**config.mk**
```make
export PLATFORM = sky130hd
export DESIGN_NAME = ex_unit_top
export DESIGN_NICKNAME = d
export VERILOG_FILES = /design/src/rtl/ex_pkg.sv /design/src/rtl/alu.sv /design/src/rtl/ex_unit_top.sv /design/src/rtl/muldiv_unit.sv /design/src/rtl/operand_latch.sv /design/src/rtl/result_merge.sv
export SDC_FILE = /design/constraint.sdc
export NUM_CORES = 1
export LEC_CHECK = 0
export BUFFER_PORTS_ARGS = -buffer_cell sky130_fd_sc_hd__buf_2
export CAP_MARGIN = 20
export CORE_ASPECT_RATIO = 1.4
export CORE_MARGIN = 3
export CORE_UTILIZATION = 40
export DETAILED_ROUTE_END_ITERATION = 6
export GPL_ROUTABILITY_DRIVEN = 0
export PLACE_DENSITY_LB_ADDON = 0.1
export SETUP_SLACK_MARGIN = 0.02
export SYNTH_ARGS = -nofsm -noshare
export SYNTH_HDL_FRONTEND = slang
export SYNTH_SLANG_ARGS = --single-unit
```
**constraint.sdc**
```tcl
create_clock -name clk -period 7.18 [get_ports clk]
set_clock_uncertainty 0.15 [all_clocks]
set_input_delay 1.436 -clock clk [delete_from_list [all_inputs] [get_ports clk]]
set_output_delay 1.436 -clock clk [all_outputs]
set_load 0.01 [all_outputs]
```
**src/rtl/ex_pkg.sv**
```systemverilog
`default_nettype none

package ex_pkg;

    localparam int xlen          = 32;
    localparam int reg_idx_w     = 5;
    localparam int muldiv_cycles = 32;
    localparam int md_cnt_w      = $clog2(muldiv_cycles);

    // ------------------------------
    // Decode encodings
    // ------------------------------
    typedef enum logic [1:0] {
        class_alu = 2'd0,
        class_cmp = 2'd1,
        class_mul = 2'd2,
        class_div = 2'd3
    } op_class_t;

    typedef enum logic [3:0] {
        alu_add  = 4'd0,
        alu_sub  = 4'd1,
        alu_and  = 4'd2,
        alu_or   = 4'd3,
        alu_xor  = 4'd4,
        alu_nor  = 4'd5,
        alu_sll  = 4'd6,
        alu_srl  = 4'd7,
        alu_sra  = 4'd8,
        alu_slt  = 4'd9,
        alu_sltu = 4'd10
    } alu_op_t;

    typedef enum logic [2:0] {
        mul_lo  = 3'b000,
        mul_hi  = 3'b001,
        mul_hiu = 3'b010,
        div_q   = 3'b100,
        div_r   = 3'b101,
        div_qu  = 3'b110,
        div_ru  = 3'b111
    } muldiv_op_t;

    typedef enum logic [1:0] {
        src1_rj   = 2'd0,
        src1_pc   = 2'd1,
        src1_zero = 2'd2
    } src1_sel_t;

    typedef enum logic {
        src2_rk  = 1'b0,
        src2_imm = 1'b1
    } src2_sel_t;

    // Bit 3 signed, then lt, eq, gt enables.
    typedef struct packed {
        logic is_signed;
        logic lt;
        logic eq;
        logic gt;
    } cmp_cond_t;

    // ------------------------------
    // Stage payloads
    // ------------------------------
    typedef struct packed {
        op_class_t            op_class;
        alu_op_t              alu_op;
        muldiv_op_t           muldiv_op;
        src1_sel_t            src1_sel;
        src2_sel_t            src2_sel;
        cmp_cond_t            cmp_cond;
        logic                 branch;
        logic [xlen-1:0]      pc;
        logic [xlen-1:0]      imm;
        logic [xlen-1:0]      rj;
        logic [xlen-1:0]      rk;
        logic [reg_idx_w-1:0] rd;
    } ex_req_t;

    typedef struct packed {
        logic [xlen-1:0]      result;
        logic                 br_taken;
        logic [reg_idx_w-1:0] rd;
    } ex_resp_t;

endpackage

`default_nettype wire

```
**src/rtl/alu.sv**
```systemverilog
`default_nettype none

module alu (
    input  ex_pkg::ex_req_t op,
    input  logic [31:0]     a,
    input  logic [31:0]     b,
    output logic [31:0]     alu_result,
    output logic            br_taken
);
    import ex_pkg::*;

    logic [4:0]      shamt;
    logic [xlen-1:0] arith;
    logic            lt;
    logic            eq;
    logic            gt;
    logic            cmp_bit;

    assign shamt = b[4:0];

    always_comb begin
        case (op.alu_op)
            alu_add:  arith = a + b;
            alu_sub:  arith = a - b;
            alu_and:  arith = a & b;
            alu_or:   arith = a | b;
            alu_xor:  arith = a ^ b;
            alu_nor:  arith = ~(a | b);
            alu_sll:  arith = a << shamt;
            alu_srl:  arith = a >> shamt;
            alu_sra:  arith = $signed(a) >>> shamt;
            alu_slt:  arith = {31'b0, $signed(a) < $signed(b)};
            alu_sltu: arith = {31'b0, a < b};
            default:  arith = '0;
        endcase
    end

    // ------------------------------
    // Three-way compare on rj, rk
    // ------------------------------
    always_comb begin
        eq = (op.rj == op.rk);
        if (op.cmp_cond.is_signed) begin
            lt = $signed(op.rj) < $signed(op.rk);
        end else begin
            lt = op.rj < op.rk;
        end
        gt = !lt && !eq;
    end

    assign cmp_bit = (lt && op.cmp_cond.lt) ||
                     (eq && op.cmp_cond.eq) ||
                     (gt && op.cmp_cond.gt);

    assign alu_result = (op.op_class == class_cmp) ? {31'b0, cmp_bit} : arith;
    assign br_taken   = (op.op_class == class_cmp) && op.branch && cmp_bit;

endmodule

`default_nettype wire

```
**src/rtl/ex_unit_top.sv**
```systemverilog
`default_nettype none

module ex_unit_top (
    input  logic             clk,
    input  logic             rst_n,
    input  logic             flush,
    input  logic             in_valid,
    output logic             in_ready,
    input  ex_pkg::ex_req_t  in_req,
    output logic             out_valid,
    input  logic             out_ready,
    output ex_pkg::ex_resp_t out_resp
);
    import ex_pkg::*;

    logic            op_valid;
    ex_req_t         op;
    logic [xlen-1:0] a;
    logic [xlen-1:0] b;
    logic            md_start;
    logic [xlen-1:0] md_result;
    logic            md_done;
    logic [xlen-1:0] alu_result;
    logic            br_taken;
    logic            pop;

    operand_latch u_latch (
        .clk      (clk),
        .rst_n    (rst_n),
        .flush    (flush),
        .in_valid (in_valid),
        .in_ready (in_ready),
        .in_req   (in_req),
        .pop      (pop),
        .op_valid (op_valid),
        .op       (op),
        .a        (a),
        .b        (b),
        .md_start (md_start)
    );

    alu u_alu (
        .op         (op),
        .a          (a),
        .b          (b),
        .alu_result (alu_result),
        .br_taken   (br_taken)
    );

    // Multiply and divide take the raw register operands.
    muldiv_unit u_muldiv (
        .clk       (clk),
        .rst_n     (rst_n),
        .flush     (flush),
        .md_start  (md_start),
        .md_op     (op.muldiv_op),
        .rj        (op.rj),
        .rk        (op.rk),
        .md_result (md_result),
        .md_done   (md_done)
    );

    result_merge u_merge (
        .clk        (clk),
        .rst_n      (rst_n),
        .op_valid   (op_valid),
        .op         (op),
        .alu_result (alu_result),
        .br_taken   (br_taken),
        .md_result  (md_result),
        .md_done    (md_done),
        .out_valid  (out_valid),
        .out_ready  (out_ready),
        .out_resp   (out_resp),
        .pop        (pop)
    );

endmodule

`default_nettype wire

```
**src/rtl/muldiv_unit.sv**
```systemverilog
`default_nettype none

module muldiv_unit (
    input  logic               clk,
    input  logic               rst_n,
    input  logic               flush,
    input  logic               md_start,
    input  ex_pkg::muldiv_op_t md_op,
    input  logic [31:0]        rj,
    input  logic [31:0]        rk,
    output logic [31:0]        md_result,
    output logic               md_done
);
    import ex_pkg::*;

    logic                busy;
    logic                done_q;
    logic [md_cnt_w-1:0] cnt;
    muldiv_op_t          sel;
    logic                is_div;
    logic                start_signed;
    logic                neg_a;
    logic                neg_b;
    logic                neg_res;  // Product or quotient sign.
    logic                neg_rem;
    logic [xlen-1:0]     dvs;      // Multiplicand or divisor magnitude.
    logic [2*xlen-1:0]   acc;
    logic [2*xlen-1:0]   acc_next;
    logic [2*xlen-1:0]   prod;
    logic [xlen:0]       add_sum;
    logic [xlen+1:0]     sub_diff;

    assign start_signed = md_op inside {mul_hi, div_q, div_r};
    assign neg_a        = start_signed && rj[xlen-1];
    assign neg_b        = start_signed && rk[xlen-1];
    assign is_div       = sel inside {div_q, div_r, div_qu, div_ru};

    // Done of the last operation is hidden while a new one starts.
    assign md_done = done_q && !md_start;

    always_ff @(posedge clk) begin
        if (!rst_n || flush) begin
            busy   <= 1'b0;
            done_q <= 1'b0;
            cnt    <= '0;
        end else if (md_start) begin
            busy   <= 1'b1;
            done_q <= 1'b0;
            cnt    <= '0;
        end else if (busy) begin
            cnt <= cnt + 1'b1;
            if (cnt == md_cnt_w'(muldiv_cycles - 1)) begin
                busy   <= 1'b0;
                done_q <= 1'b1;
            end
        end
    end

    always_ff @(posedge clk) begin
        if (md_start) begin
            sel     <= md_op;
            dvs     <= neg_b ? -rk : rk;
            acc     <= {{xlen{1'b0}}, (neg_a ? -rj : rj)};
            neg_res <= (neg_a ^ neg_b) && (rk != '0); // Divide by zero stays all ones.
            neg_rem <= neg_a;
        end else if (busy) begin
            acc <= acc_next;
        end
    end

    // ------------------------------
    // One iteration
    // ------------------------------
    always_comb begin
        add_sum  = {1'b0, acc[2*xlen-1:xlen]} + (acc[0] ? {1'b0, dvs} : '0);
        sub_diff = {1'b0, acc[2*xlen-1:xlen-1]} - {2'b00, dvs};
        if (!is_div) begin
            acc_next = {add_sum, acc[xlen-1:1]};
        end else if (!sub_diff[xlen+1]) begin
            acc_next = {sub_diff[xlen-1:0], acc[xlen-2:0], 1'b1};
        end else begin
            acc_next = {acc[2*xlen-2:0], 1'b0}; // Restore.
        end
    end

    // Sign fix and word select.
    always_comb begin
        prod = neg_res ? -acc : acc;
        case (sel)
            mul_lo:          md_result = prod[xlen-1:0];
            mul_hi, mul_hiu: md_result = prod[2*xlen-1:xlen];
            div_q, div_qu:   md_result = neg_res ? -acc[xlen-1:0] : acc[xlen-1:0];
            default:         md_result = neg_rem ? -acc[2*xlen-1:xlen] : acc[2*xlen-1:xlen];
        endcase
    end

    assert property (@(posedge clk) disable iff (!rst_n) md_start |-> !busy)
        else $error("md_start during iteration");

endmodule

`default_nettype wire

```
**src/rtl/operand_latch.sv**
```systemverilog
`default_nettype none

module operand_latch (
    input  logic            clk,
    input  logic            rst_n,
    input  logic            flush,
    input  logic            in_valid,
    output logic            in_ready,
    input  ex_pkg::ex_req_t in_req,
    input  logic            pop,
    output logic            op_valid,
    output ex_pkg::ex_req_t op,
    output logic [31:0]     a,
    output logic [31:0]     b,
    output logic            md_start
);
    import ex_pkg::*;

    logic load;
    logic load_md;

    // One slot. Refill while the current result leaves.
    assign in_ready = (!op_valid || pop) && !flush;
    assign load     = in_valid && in_ready;
    assign load_md  = load && (in_req.op_class inside {class_mul, class_div});

    always_ff @(posedge clk) begin
        if (!rst_n || flush) begin
            op_valid <= 1'b0;
            md_start <= 1'b0;
        end else begin
            md_start <= load_md; // High for one cycle after load.
            if (load) begin
                op_valid <= 1'b1;
            end else if (pop) begin
                op_valid <= 1'b0;
            end
        end
    end

    always_ff @(posedge clk) begin
        if (load) begin
            op <= in_req;
        end
    end

    // ------------------------------
    // Operand sources
    // ------------------------------
    always_comb begin
        case (op.src1_sel)
            src1_rj:  a = op.rj;
            src1_pc:  a = op.pc;
            default:  a = '0;
        endcase
    end

    always_comb begin
        case (op.src2_sel)
            src2_imm: b = op.imm;
            default:  b = op.rk;
        endcase
    end

    // A held request stays in place until its result leaves.
    assert property (@(posedge clk) disable iff (!rst_n)
        (op_valid && !pop && !flush) |=> (op_valid && $stable(op)))
        else $error("held request changed before its result left");

endmodule

`default_nettype wire

```
**src/rtl/result_merge.sv**
```systemverilog
`default_nettype none

module result_merge (
    input  logic             clk,
    input  logic             rst_n,
    input  logic             op_valid,
    input  ex_pkg::ex_req_t  op,
    input  logic [31:0]      alu_result,
    input  logic             br_taken,
    input  logic [31:0]      md_result,
    input  logic             md_done,
    output logic             out_valid,
    input  logic             out_ready,
    output ex_pkg::ex_resp_t out_resp,
    output logic             pop
);
    import ex_pkg::*;

    logic     is_md;
    logic     stall_q;
    ex_resp_t resp_q;

    assign is_md     = op.op_class inside {class_mul, class_div};
    assign out_valid = op_valid && (!is_md || md_done);
    assign pop       = out_valid && out_ready;

    always_comb begin
        out_resp.rd = op.rd;
        if (is_md) begin
            out_resp.result   = md_result;
            out_resp.br_taken = 1'b0;
        end else begin
            out_resp.result   = alu_result;
            out_resp.br_taken = br_taken;
        end
    end

    // ------------------------------
    // Output hold check
    // ------------------------------
    always_ff @(posedge clk) begin
        if (!rst_n) begin
            stall_q <= 1'b0;
        end else begin
            stall_q <= out_valid && !out_ready;
        end
    end

    always_ff @(posedge clk) begin
        resp_q <= out_resp;
    end

    assert property (@(posedge clk) disable iff (!rst_n)
        (stall_q && out_valid) |-> (out_resp == resp_q))
        else $error("out_resp changed under back-pressure");

endmodule

`default_nettype wire

```
---- Word level (Yosys, flattened, before mapping) ----
Cells that the tools add are included.
storage, ports and cells
  flip-flop bits (word level) ............. 260
  input bits .............................. 155
  output and inout port bits .............. 40
cells by class
  add/sub/neg operators ................... 10
  reduce and logical (&&, ||, !) cells .... 41
  $lt $le $gt $ge ......................... 4
  equal/unequal tests ..................... 27
  bitwise operators ....................... 5
  shift operators ......................... 3
  mux-type cells .......................... 22
operators with widths
  operator                                                               count
  32-bit one-hot mux with 11 select lines                                1
  32-bit 2-to-1 mux                                                      9
  64-bit 2-to-1 mux                                                      3
  32-bit < comparator                                                    4
  32-bit negation                                                        4
  32-bit one-hot mux with 3 select lines                                 1
  64-bit negation                                                        1
  32-bit one-hot mux with 2 select lines                                 1
  33-bit by 32-bit subtractor with 34-bit output                         1
  32-bit by 32-bit adder with 33-bit output                              1
  33-bit 2-to-1 mux                                                      1
  32-bit adder                                                           1
  32-bit bitwise AND                                                     1
  32-bit equality test                                                   1
  32-bit inverter                                                        1
  32-bit OR                                                              1
  32-bit nonzero test                                                    1
  32-bit by 5-bit left shift with 32-bit output                          1
  32-bit by 5-bit right shift with 32-bit output                         1
  32-bit by 5-bit >>> shifter with 32-bit output                         1
  32-bit subtractor                                                      1
  32-bit XOR                                                             1
  3-bit equality test, second input constant                             6
  4-bit by 3-bit equality test with 1-bit output, second input constant  4
  other kinds (22)                                                       64

---- Logic depth before layout (Yosys ltp) ----
Gate-level depths: netlist (run 1).
  word-level depth ........................ 10
  gate-level depth with buffers ........... 19
  mapped depth without buffers ............ 15

---- Cells and area by module ----
A second synthesis (run 1) with hierarchy kept.
unflattened totals
  cell total of the unflattened synthesis .. 3399
  area total of the unflattened synthesis .. 28153.3 um^2
by module, submodules not included
  module         times used  seq. area each (um^2)  cells each  area an instance (um^2)
  muldiv_unit    1           2852.7                 1552        11907.7
  alu            1           0.0                    1536        10044.6
  operand_latch  1           4544.4                 266         5624.1
  result_merge   1           0.0                    45          576.8

---- Worst setup path after synthesis (run 1) ----
OpenSTA, ideal clock, no wires.
  path kind ............................... flip-flop to output port
  start ................................... reg u_latch.op[138] (netlist name)
  end ..................................... out out_resp[37] in the netlist's numbering
  buffers on the path ..................... 7
  arrival ................................. 4.596 ns
  cell stages (with the launch flop) ...... 19
  path slack .............................. 0.998 ns
  data required time ...................... 5.594 ns
  cells stage by stage .................... edfxtp_1 buf_4 buf_2 o21a_1 buf_1 clkbuf_1 clkbuf_1 clkbuf_1 ha_1 clkbuf_1 a221oi_1 o211a_1 a21oi_1 or3_1 a31o_2 a211oi_1 or4b_1 or3b_2 nand3_1
RTL lines
  element           line               source
  end: declaration  ex_unit_top.sv:12  output ex_pkg::ex_resp_t out_resp

==> results.sh, run 1 <==
export IMPL_clock_fmax_ghz=0.142
export IMPL_cellPowerDensity_mw_per_mm2=184
export IMPL_ys_seq_area_frac=0.273
export IMPL_critical_path_class="reg2out"
export IMPL_synth_most_common_cell="o21ai_0"
export IMPL_antenna_found_initial=2
export IMPL_n_fill_cell=6704
export IMPL_cellLeakagePower_uw=0.0123
export IMPL_crit_slowest_cell="o41a_1"
export IMPL_min_period_ns=7.03
export IMPL_ys_ff_latch=260
export IMPL_final_max_slew_viol_count=0
export IMPL_fp_dieW_microns=226
export IMPL_crit_path_max_incr_delay_ns=0.54
export IMPL_yosys_warnings=0
export IMPL_avgViaCountPerCell=6.45
export IMPL_fin_tns_setup_ns=0
export IMPL_tightestPinTransition_ns=1.37
export IMPL_ir_drop_mv=0.188
export IMPL_synth_edf_count=219
export IMPL_grtUsageTotal=0.340
export IMPL_synthFlopType="edfxtp_1"
export IMPL_hold_ws_ns=0.324
export IMPL_min_from="u_muldiv.done_q"
export IMPL_synth_avg_cell_area_sq_um=8.02
export IMPL_fin_nets=3851
export IMPL_min_period_over_period=0.979
export IMPL_path_cells="buf_8, mux2i_1, nor2_1, ha_1, or3_4, a2111oi_4, a21oi_2, o41a_1, o221a_1, or4_1, a21oi_1, a211oi_1, o21ai_1, buf_2"
export IMPL_relSlewSlack=0.0868
export IMPL_grt_setup_unrepaired="false"
export IMPL_grt_max_degree=152
export IMPL_drv_cap=0
export IMPL_die_h_microns=314
export IMPL_startpoint_type="flop"
export IMPL_syn_inst=3385
export IMPL_overflow=0
export IMPL_cp_max_fo=28
export IMPL_clkLatencyLatePin_ns=0.61
export IMPL_r2r_start="u_muldiv.acc[0]"
export IMPL_synth_area_sq_mm=0.0271
export IMPL_drc=7
export IMPL_via_count=28200
export IMPL_route_met3_wl_microns=9440
export IMPL_hold_viol=0
export IMPL_cts_hold_buf=0
export IMPL_drt_met1_wl_microns=43600
export IMPL_met2_length_microns=58100
export IMPL_h_tree_depth=1
export IMPL_seq_area_sq_mm=0.00740
export IMPL_cts_sinks=260
export IMPL_syn_nets=3747
export IMPL_synth_common_cells="o21ai_0, nor2_1, nand2_1"
export IMPL_numPortBuffers=194
export IMPL_floorplan_core_area_sq_mm=0.0670
export IMPL_cts_tree="built"
export IMPL_hp_class="reg2reg"
export IMPL_setup_violations=0
export IMPL_cp_data_arrival_time_ns=5.44
export IMPL_status="complete, but fails checks"
export IMPL_dp_hpwl_microns=97400
export IMPL_startpoint="u_latch.op[139]"
export IMPL_async_flop_share=0
export IMPL_first_pass_iters=7
export IMPL_synth_area_leaders="edfxtp_1, ha_1, o21ai_0"
export IMPL_drive_gt1_frac=0.121
export IMPL_wire_per_inst_microns=28.9
export IMPL_grt_pass1_vias=26800
export IMPL_cts_root_buffer="clkbuf_16"
export IMPL_synth_top_cell_area_share=0.242
export IMPL_grt_pass1_wl_microns=179000
export IMPL_violations="design-rule violations"
export IMPL_cp_required_ns=5.59
export IMPL_start_util=0.405
export IMPL_multiInputGateArea_sq_mm=0.0181
export IMPL_areaGrowthSynthToFinish_pct=10.9
export IMPL_drtIter0Drc=3402
export IMPL_synth_cell_types=101
export IMPL_numCtsBuffers=30
export IMPL_path_clk_slew_ns=0.06
export IMPL_num_io_pins=195
export IMPL_clk_path_buf_depth=3
export IMPL_die_area_sq_mm=0.0710
export IMPL_row_count=112
export IMPL_top_layer="met5"
export IMPL_antenna_left=0
export IMPL_critPathCaptureType="output port"
export IMPL_synth_area_leader_cell="edfxtp_1"
export IMPL_finalWirelength_microns=126000
[timing repair]
action | in CTS | in global routing
buffers inserted | 2 | 4
pin swaps | 0 | 0
gates cloned | 0 | 1
resized for setup | 4 | 8
setup endpoints to repair | 1 | 5
endpoints found under the hold margin | 0 | 0
[critical path, delay by kind of cell (launching register included)]
family                   cells  cell delay, ns
buffers and inverters        2            0.55
AND/OR/NAND/NOR              3            1.28
adder cells (fa/ha/maj)      1            0.41
multiplexers                 1            0.12
AO/OA/AOI/OAI                7            1.99
flip-flops                   1            0.50
[registers in the layout, summed over array words and instances, names as in the netlist]
name and count:
u_muldiv.acc 64, u_muldiv.neg_rem 1, u_latch.op 150, u_muldiv.dvs 32
u_latch.op_valid 1, u_muldiv.sel 3, u_latch.md_start 1, u_muldiv.busy 1
u_muldiv.neg_res 1, u_muldiv.cnt 5, u_muldiv.done_q 1
[cell families (layout without fill, tap and decap cells)]
kind of cell	count (synthesis)	after routing	share of synthesized area
compound gates	1148	1148	0.271
simple gates	993	993	0.169
buf+inv	413	540	0.0625
flops	260	260	0.273
fa+ha+maj	207	207	0.0966
xor+xnor	195	195	0.0629
mux	169	170	0.0656
other cells	0	1	0
[final timing paths]
kind	end	cells past startpoint	slack, ns
worst max-delay path	out_resp[35]	14	0.15
worst min-delay path	u_muldiv.done_q	2	0.32
worst max register to register	u_muldiv.acc[63]	14	2.53
worst min register to register	u_muldiv.done_q	2	0.32
[where the power goes]
group / leakage, uW / internal, uW / switching (uW) / total, uW
Clock: 0.000506 / 974 / 689 / 1660
Combinational: 0.00943 / 725 / 1240 / 1970
Sequential: 0.00236 / 1730 / 174 / 1900
[layout make-up]
class / instances / area share
Sequential cell: 260 / 0.246
Multi-Input combinational cell: 2713 / 0.603
Inverter: 200 / 0.0250
Antenna cell: 1 / 0.0000832
Clock buffer: 37 / 0.0265
Tap cell: 855 / 0.0356
Timing Repair Buffer: 284 / 0.0555
Clock inverter: 19 / 0.00807
[metal layers]
metal  track usage  vias up
li1              -    12700
met1         0.374    13400
met2         0.556     1595
met3        0.0559      502
met4         0.312        2
met5             0        -
[cells in the final DEF, fill, tap and decap left out, types with 31 or more instances in the layout]
master | netlist | final
a221oi_1 | 32 | 32
mux2i_1 | 137 | 136
o31ai_1 | 32 | 32
xnor2_1 | 108 | 108
a21oi_1 | 241 | 241
a211oi_1 | 53 | 52
nor2_1 | 329 | 326
o21ai_0 | 377 | 376
clkbuf_16 | 0 | 31
nand4_1 | 32 | 32
ha_1 | 203 | 203
nor3_1 | 80 | 79
dfxtp_1 | 41 | 39
xor2_1 | 87 | 87
buf_2 | 30 | 194
inv_1 | 195 | 194
buf_4 | 11 | 87
nand2_1 | 306 | 306
o211ai_1 | 38 | 38
a21o_1 | 58 | 58
edfxtp_1 | 219 | 219
nand3_1 | 52 | 51
a31oi_1 | 39 | 38
[metrics by stage]
stage / area (sq um) / std cells / utilization / setup WS [ns] / total power [uW]
finish: 30100 / 4369 / 0.449 / 0.151 / 5530
global route: 30100 / 4369 / 0.449 / 0.0234 / 5770
CTS: 30000 / 4363 / 0.448 / 0.0368 / 5500
detailed placement: 28900 / 4305 / 0.432 / 0.231 / 3820
global placement: 28900 / 4304 / 0.432 / 0.337 / 3800
floorplan: 27100 / 3385 / - / 0.998 / 3180
Note: power is estimated with default switching activity, not from simulation.
==> inputs of run 2 (changes only) <==
Settings changed: BUFFER_PORTS_ARGS -buffer_cell sky130_fd_sc_hd__buf_2 to default, DONT_BUFFER_PORTS from default to 1, PLACE_DENSITY from default to 0.64, PLACE_DENSITY_LB_ADDON 0.1 to default.
==> results.sh, run 2 (synthesis results as in run 1) <==
export IMPL_combinationalPowerShare=0.363
export IMPL_floorplan_core_area_sq_mm=0.0670
export IMPL_hold_path_depth=0
export IMPL_rr_endpoint="u_muldiv.acc[63]"
export IMPL_violations="design-rule violations"
export IMPL_h_tree_depth=1
export IMPL_multiInputGateArea_sq_mm=0.0181
export IMPL_largest_registers="u_latch.op x150, u_muldiv.acc x64, u_muldiv.dvs x32"
export IMPL_areaGrowthSynthToFinish_pct=7.36
export IMPL_r2r_start="u_muldiv.acc[0]"
export IMPL_drive_gt1_frac=0.0743
export IMPL_post_place_cells=4135
export IMPL_largest_reg_flops=150
export IMPL_cellPowerDensity_mw_per_mm2=180
export IMPL_numCtsBuffers=27
export IMPL_min_period_over_period=0.995
export IMPL_min_from="u_latch.op[141]"
export IMPL_status="complete, but fails checks"
export IMPL_min_period_ns=7.15
export IMPL_row_count=112
export IMPL_grt_pass1_wl_microns=165000
export IMPL_setup_violations=0
export IMPL_clk_path_buf_depth=3
export IMPL_power_internal_uw=3260
export IMPL_overflow=0
export IMPL_sw_frac_of_total=0.381
export IMPL_pwr_share_clk=0.277
export IMPL_p_seq_frac=0.360
export IMPL_critPathCaptureType="output port"
export IMPL_antenna_found_initial=2
export IMPL_finalWirelength_microns=115000
export IMPL_fp_dieW_microns=226
export IMPL_path_cells="mux2_4, buf_4, inv_2, o21ai_0, o21ai_0, mux2i_1, nor2_1, nor2_1, a21o_1, o21ai_0, o2111ai_1, a22o_1"
export IMPL_cp_top_family="compound AO/OA/AOI/OAI gates"
export IMPL_critical_path_class="reg2out"
export IMPL_power_uw=5260
export IMPL_drtIter0Drc=3974
export IMPL_instances_no_fill=4193
export IMPL_grt_pass1_vias=25300
export IMPL_die_area_sq_mm=0.0710
export IMPL_ir_drop_mv=0.239
export IMPL_num_io_pins=195
export IMPL_crit_path_max_incr_delay_ns=0.85
export IMPL_seq_area_sq_mm=0.00740
export IMPL_crit_slowest_cell="o21ai_0"
export IMPL_start_util=0.405
export IMPL_hp_class="reg2reg"
export IMPL_drv_cap=0
export IMPL_startpoint_type="flop"
export IMPL_numPortBuffers=0
export IMPL_grt_setup_unrepaired="false"
export IMPL_grt_max_degree=143
export IMPL_avgViaCountPerCell=6.51
export IMPL_antenna_left=0
export IMPL_power_switching_uw=2000
export IMPL_grtUsageTotal=0.311
export IMPL_cp_max_fo=43
export IMPL_via_count=27300
export IMPL_top_register="u_latch.op"
export IMPL_path_clk_slew_ns=0.06
export IMPL_drc=6
export IMPL_final_common_cell="o21ai_0"
export IMPL_cts_hold_buf=0
export IMPL_cts_root_buffer="clkbuf_16"
export IMPL_fin_tns_setup_ns=0
export IMPL_stdcell_area_sq_mm=0.0291
export IMPL_cts_sinks=260
export IMPL_path_common_cell="o21ai_0"
export IMPL_relSlewSlack=0.250
export IMPL_cts_tree="built"
export IMPL_reg2reg_slack_ns=2.58
export IMPL_critPathBufInv=2
export IMPL_n_fill_cell=6819
export IMPL_clkLatencyLatePin_ns=0.57
export IMPL_hold_viol=0
export IMPL_wire_per_inst_microns=27.4
export IMPL_tightestPinTransition_ns=1.11
export IMPL_min_to="u_muldiv.sel[0]"
export IMPL_dp_hpwl_microns=88700
export IMPL_fin_nets=3677
export IMPL_layout_common_cells="o21ai_0, nor2_1, nand2_1"
export IMPL_cellLeakagePower_uw=0.0115
export IMPL_final_max_slew_viol_count=0
export IMPL_clock_fmax_ghz=0.140
export IMPL_first_pass_iters=7
export IMPL_cp_data_arrival_time_ns=5.56
export IMPL_cp_required_ns=5.59
export IMPL_die_h_microns=314
export IMPL_reg2reg_depth=14
export IMPL_dpl_cell_area_sq_mm=0.0282
run 2: cell count changes in the layout (fill, tap and decap cells not counted), moves of 2 or more:
cell,before,now
buf_2,194,1
buf_4,87,110
clkbuf_16,31,27
clkinv_1,9,6
clkinvlp_4,1,4
bufinv_16,5,3
clkbuf_1,6,4
clkbuf_8,0,2
clkinv_4,1,3
nor2_1,326,328
nor2_2,3,1
run 2: metal layers:
layer	track usage	vias to the layer above	wire (microns)
met5	0	-	15
met2	0.497	1758	51400
li1	-	12300	-
met4	0.263	2	12900
met3	0.0582	541	10200
met1	0.359	12700	40300
run 2: per-stage QoR:
step	utilization	setup slack [ns]	hold WS, ns
floorplan	-	0.998	0.277
global placement	0.420	0.670	0.289
detailed placement	0.420	0.679	0.284
CTS	0.434	0.0542	0.299
global route	0.435	0.0478	0.337
finish	0.435	0.0341	0.301
run 2: what timing repair did:
| item | in CTS | in global routing |
|---|---|---|
| setup buffers | 0 | 4 |
| hold endpoints to repair | 0 | 0 |
| endpoints found under the setup margin | 0 | 10 |
| resized for setup | 0 | 3 |
run 2: power by group through the flow:
stage / logic [uW] / registers [uW] / clock network (uW)
2_1_floorplan: 1340 / 1830 / 0
3_3_place_gp: 1830 / 1920 / 0
3_5_place_dp: 1830 / 1920 / 0
4_1_cts: 1840 / 1880 / 1480
5_1_grt: 2050 / 1900 / 1530
6_report: 1910 / 1890 / 1460
run 2: how the worst max path moves through the flow:
| stage | cells past startpoint | start | slack, ns | to |
|---|---|---|---|---|
| 6_report | 12 | u_latch.op[5] | 0.03 | out_resp[21] |
| 5_1_grt | 16 | u_latch.op[139] | 0.05 | out_resp[30] |
| 4_1_cts | 15 | u_latch.op[139] | 0.05 | out_resp[30] |
| 3_5_place_dp | 15 | u_latch.op[139] | 0.68 | out_resp[30] |
| 3_3_place_gp | 16 | u_latch.op[139] | 0.67 | out_resp[36] |
| 2_1_floorplan | 18 | u_latch.op[138] | 1.0 | out_resp[37] |
run 2: area by class of cell:
| type | count | share of cell area |
|---|---|---|
| Clock buffer | 33 | 0.0247 |
| Timing Repair Buffer | 114 | 0.0302 |
| Antenna cell | 2 | 0.000172 |
| Sequential cell | 260 | 0.254 |
| Inverter | 200 | 0.0258 |
| Clock inverter | 17 | 0.00670 |
| Tap cell | 855 | 0.0367 |
| Multi-Input combinational cell | 2712 | 0.622 |
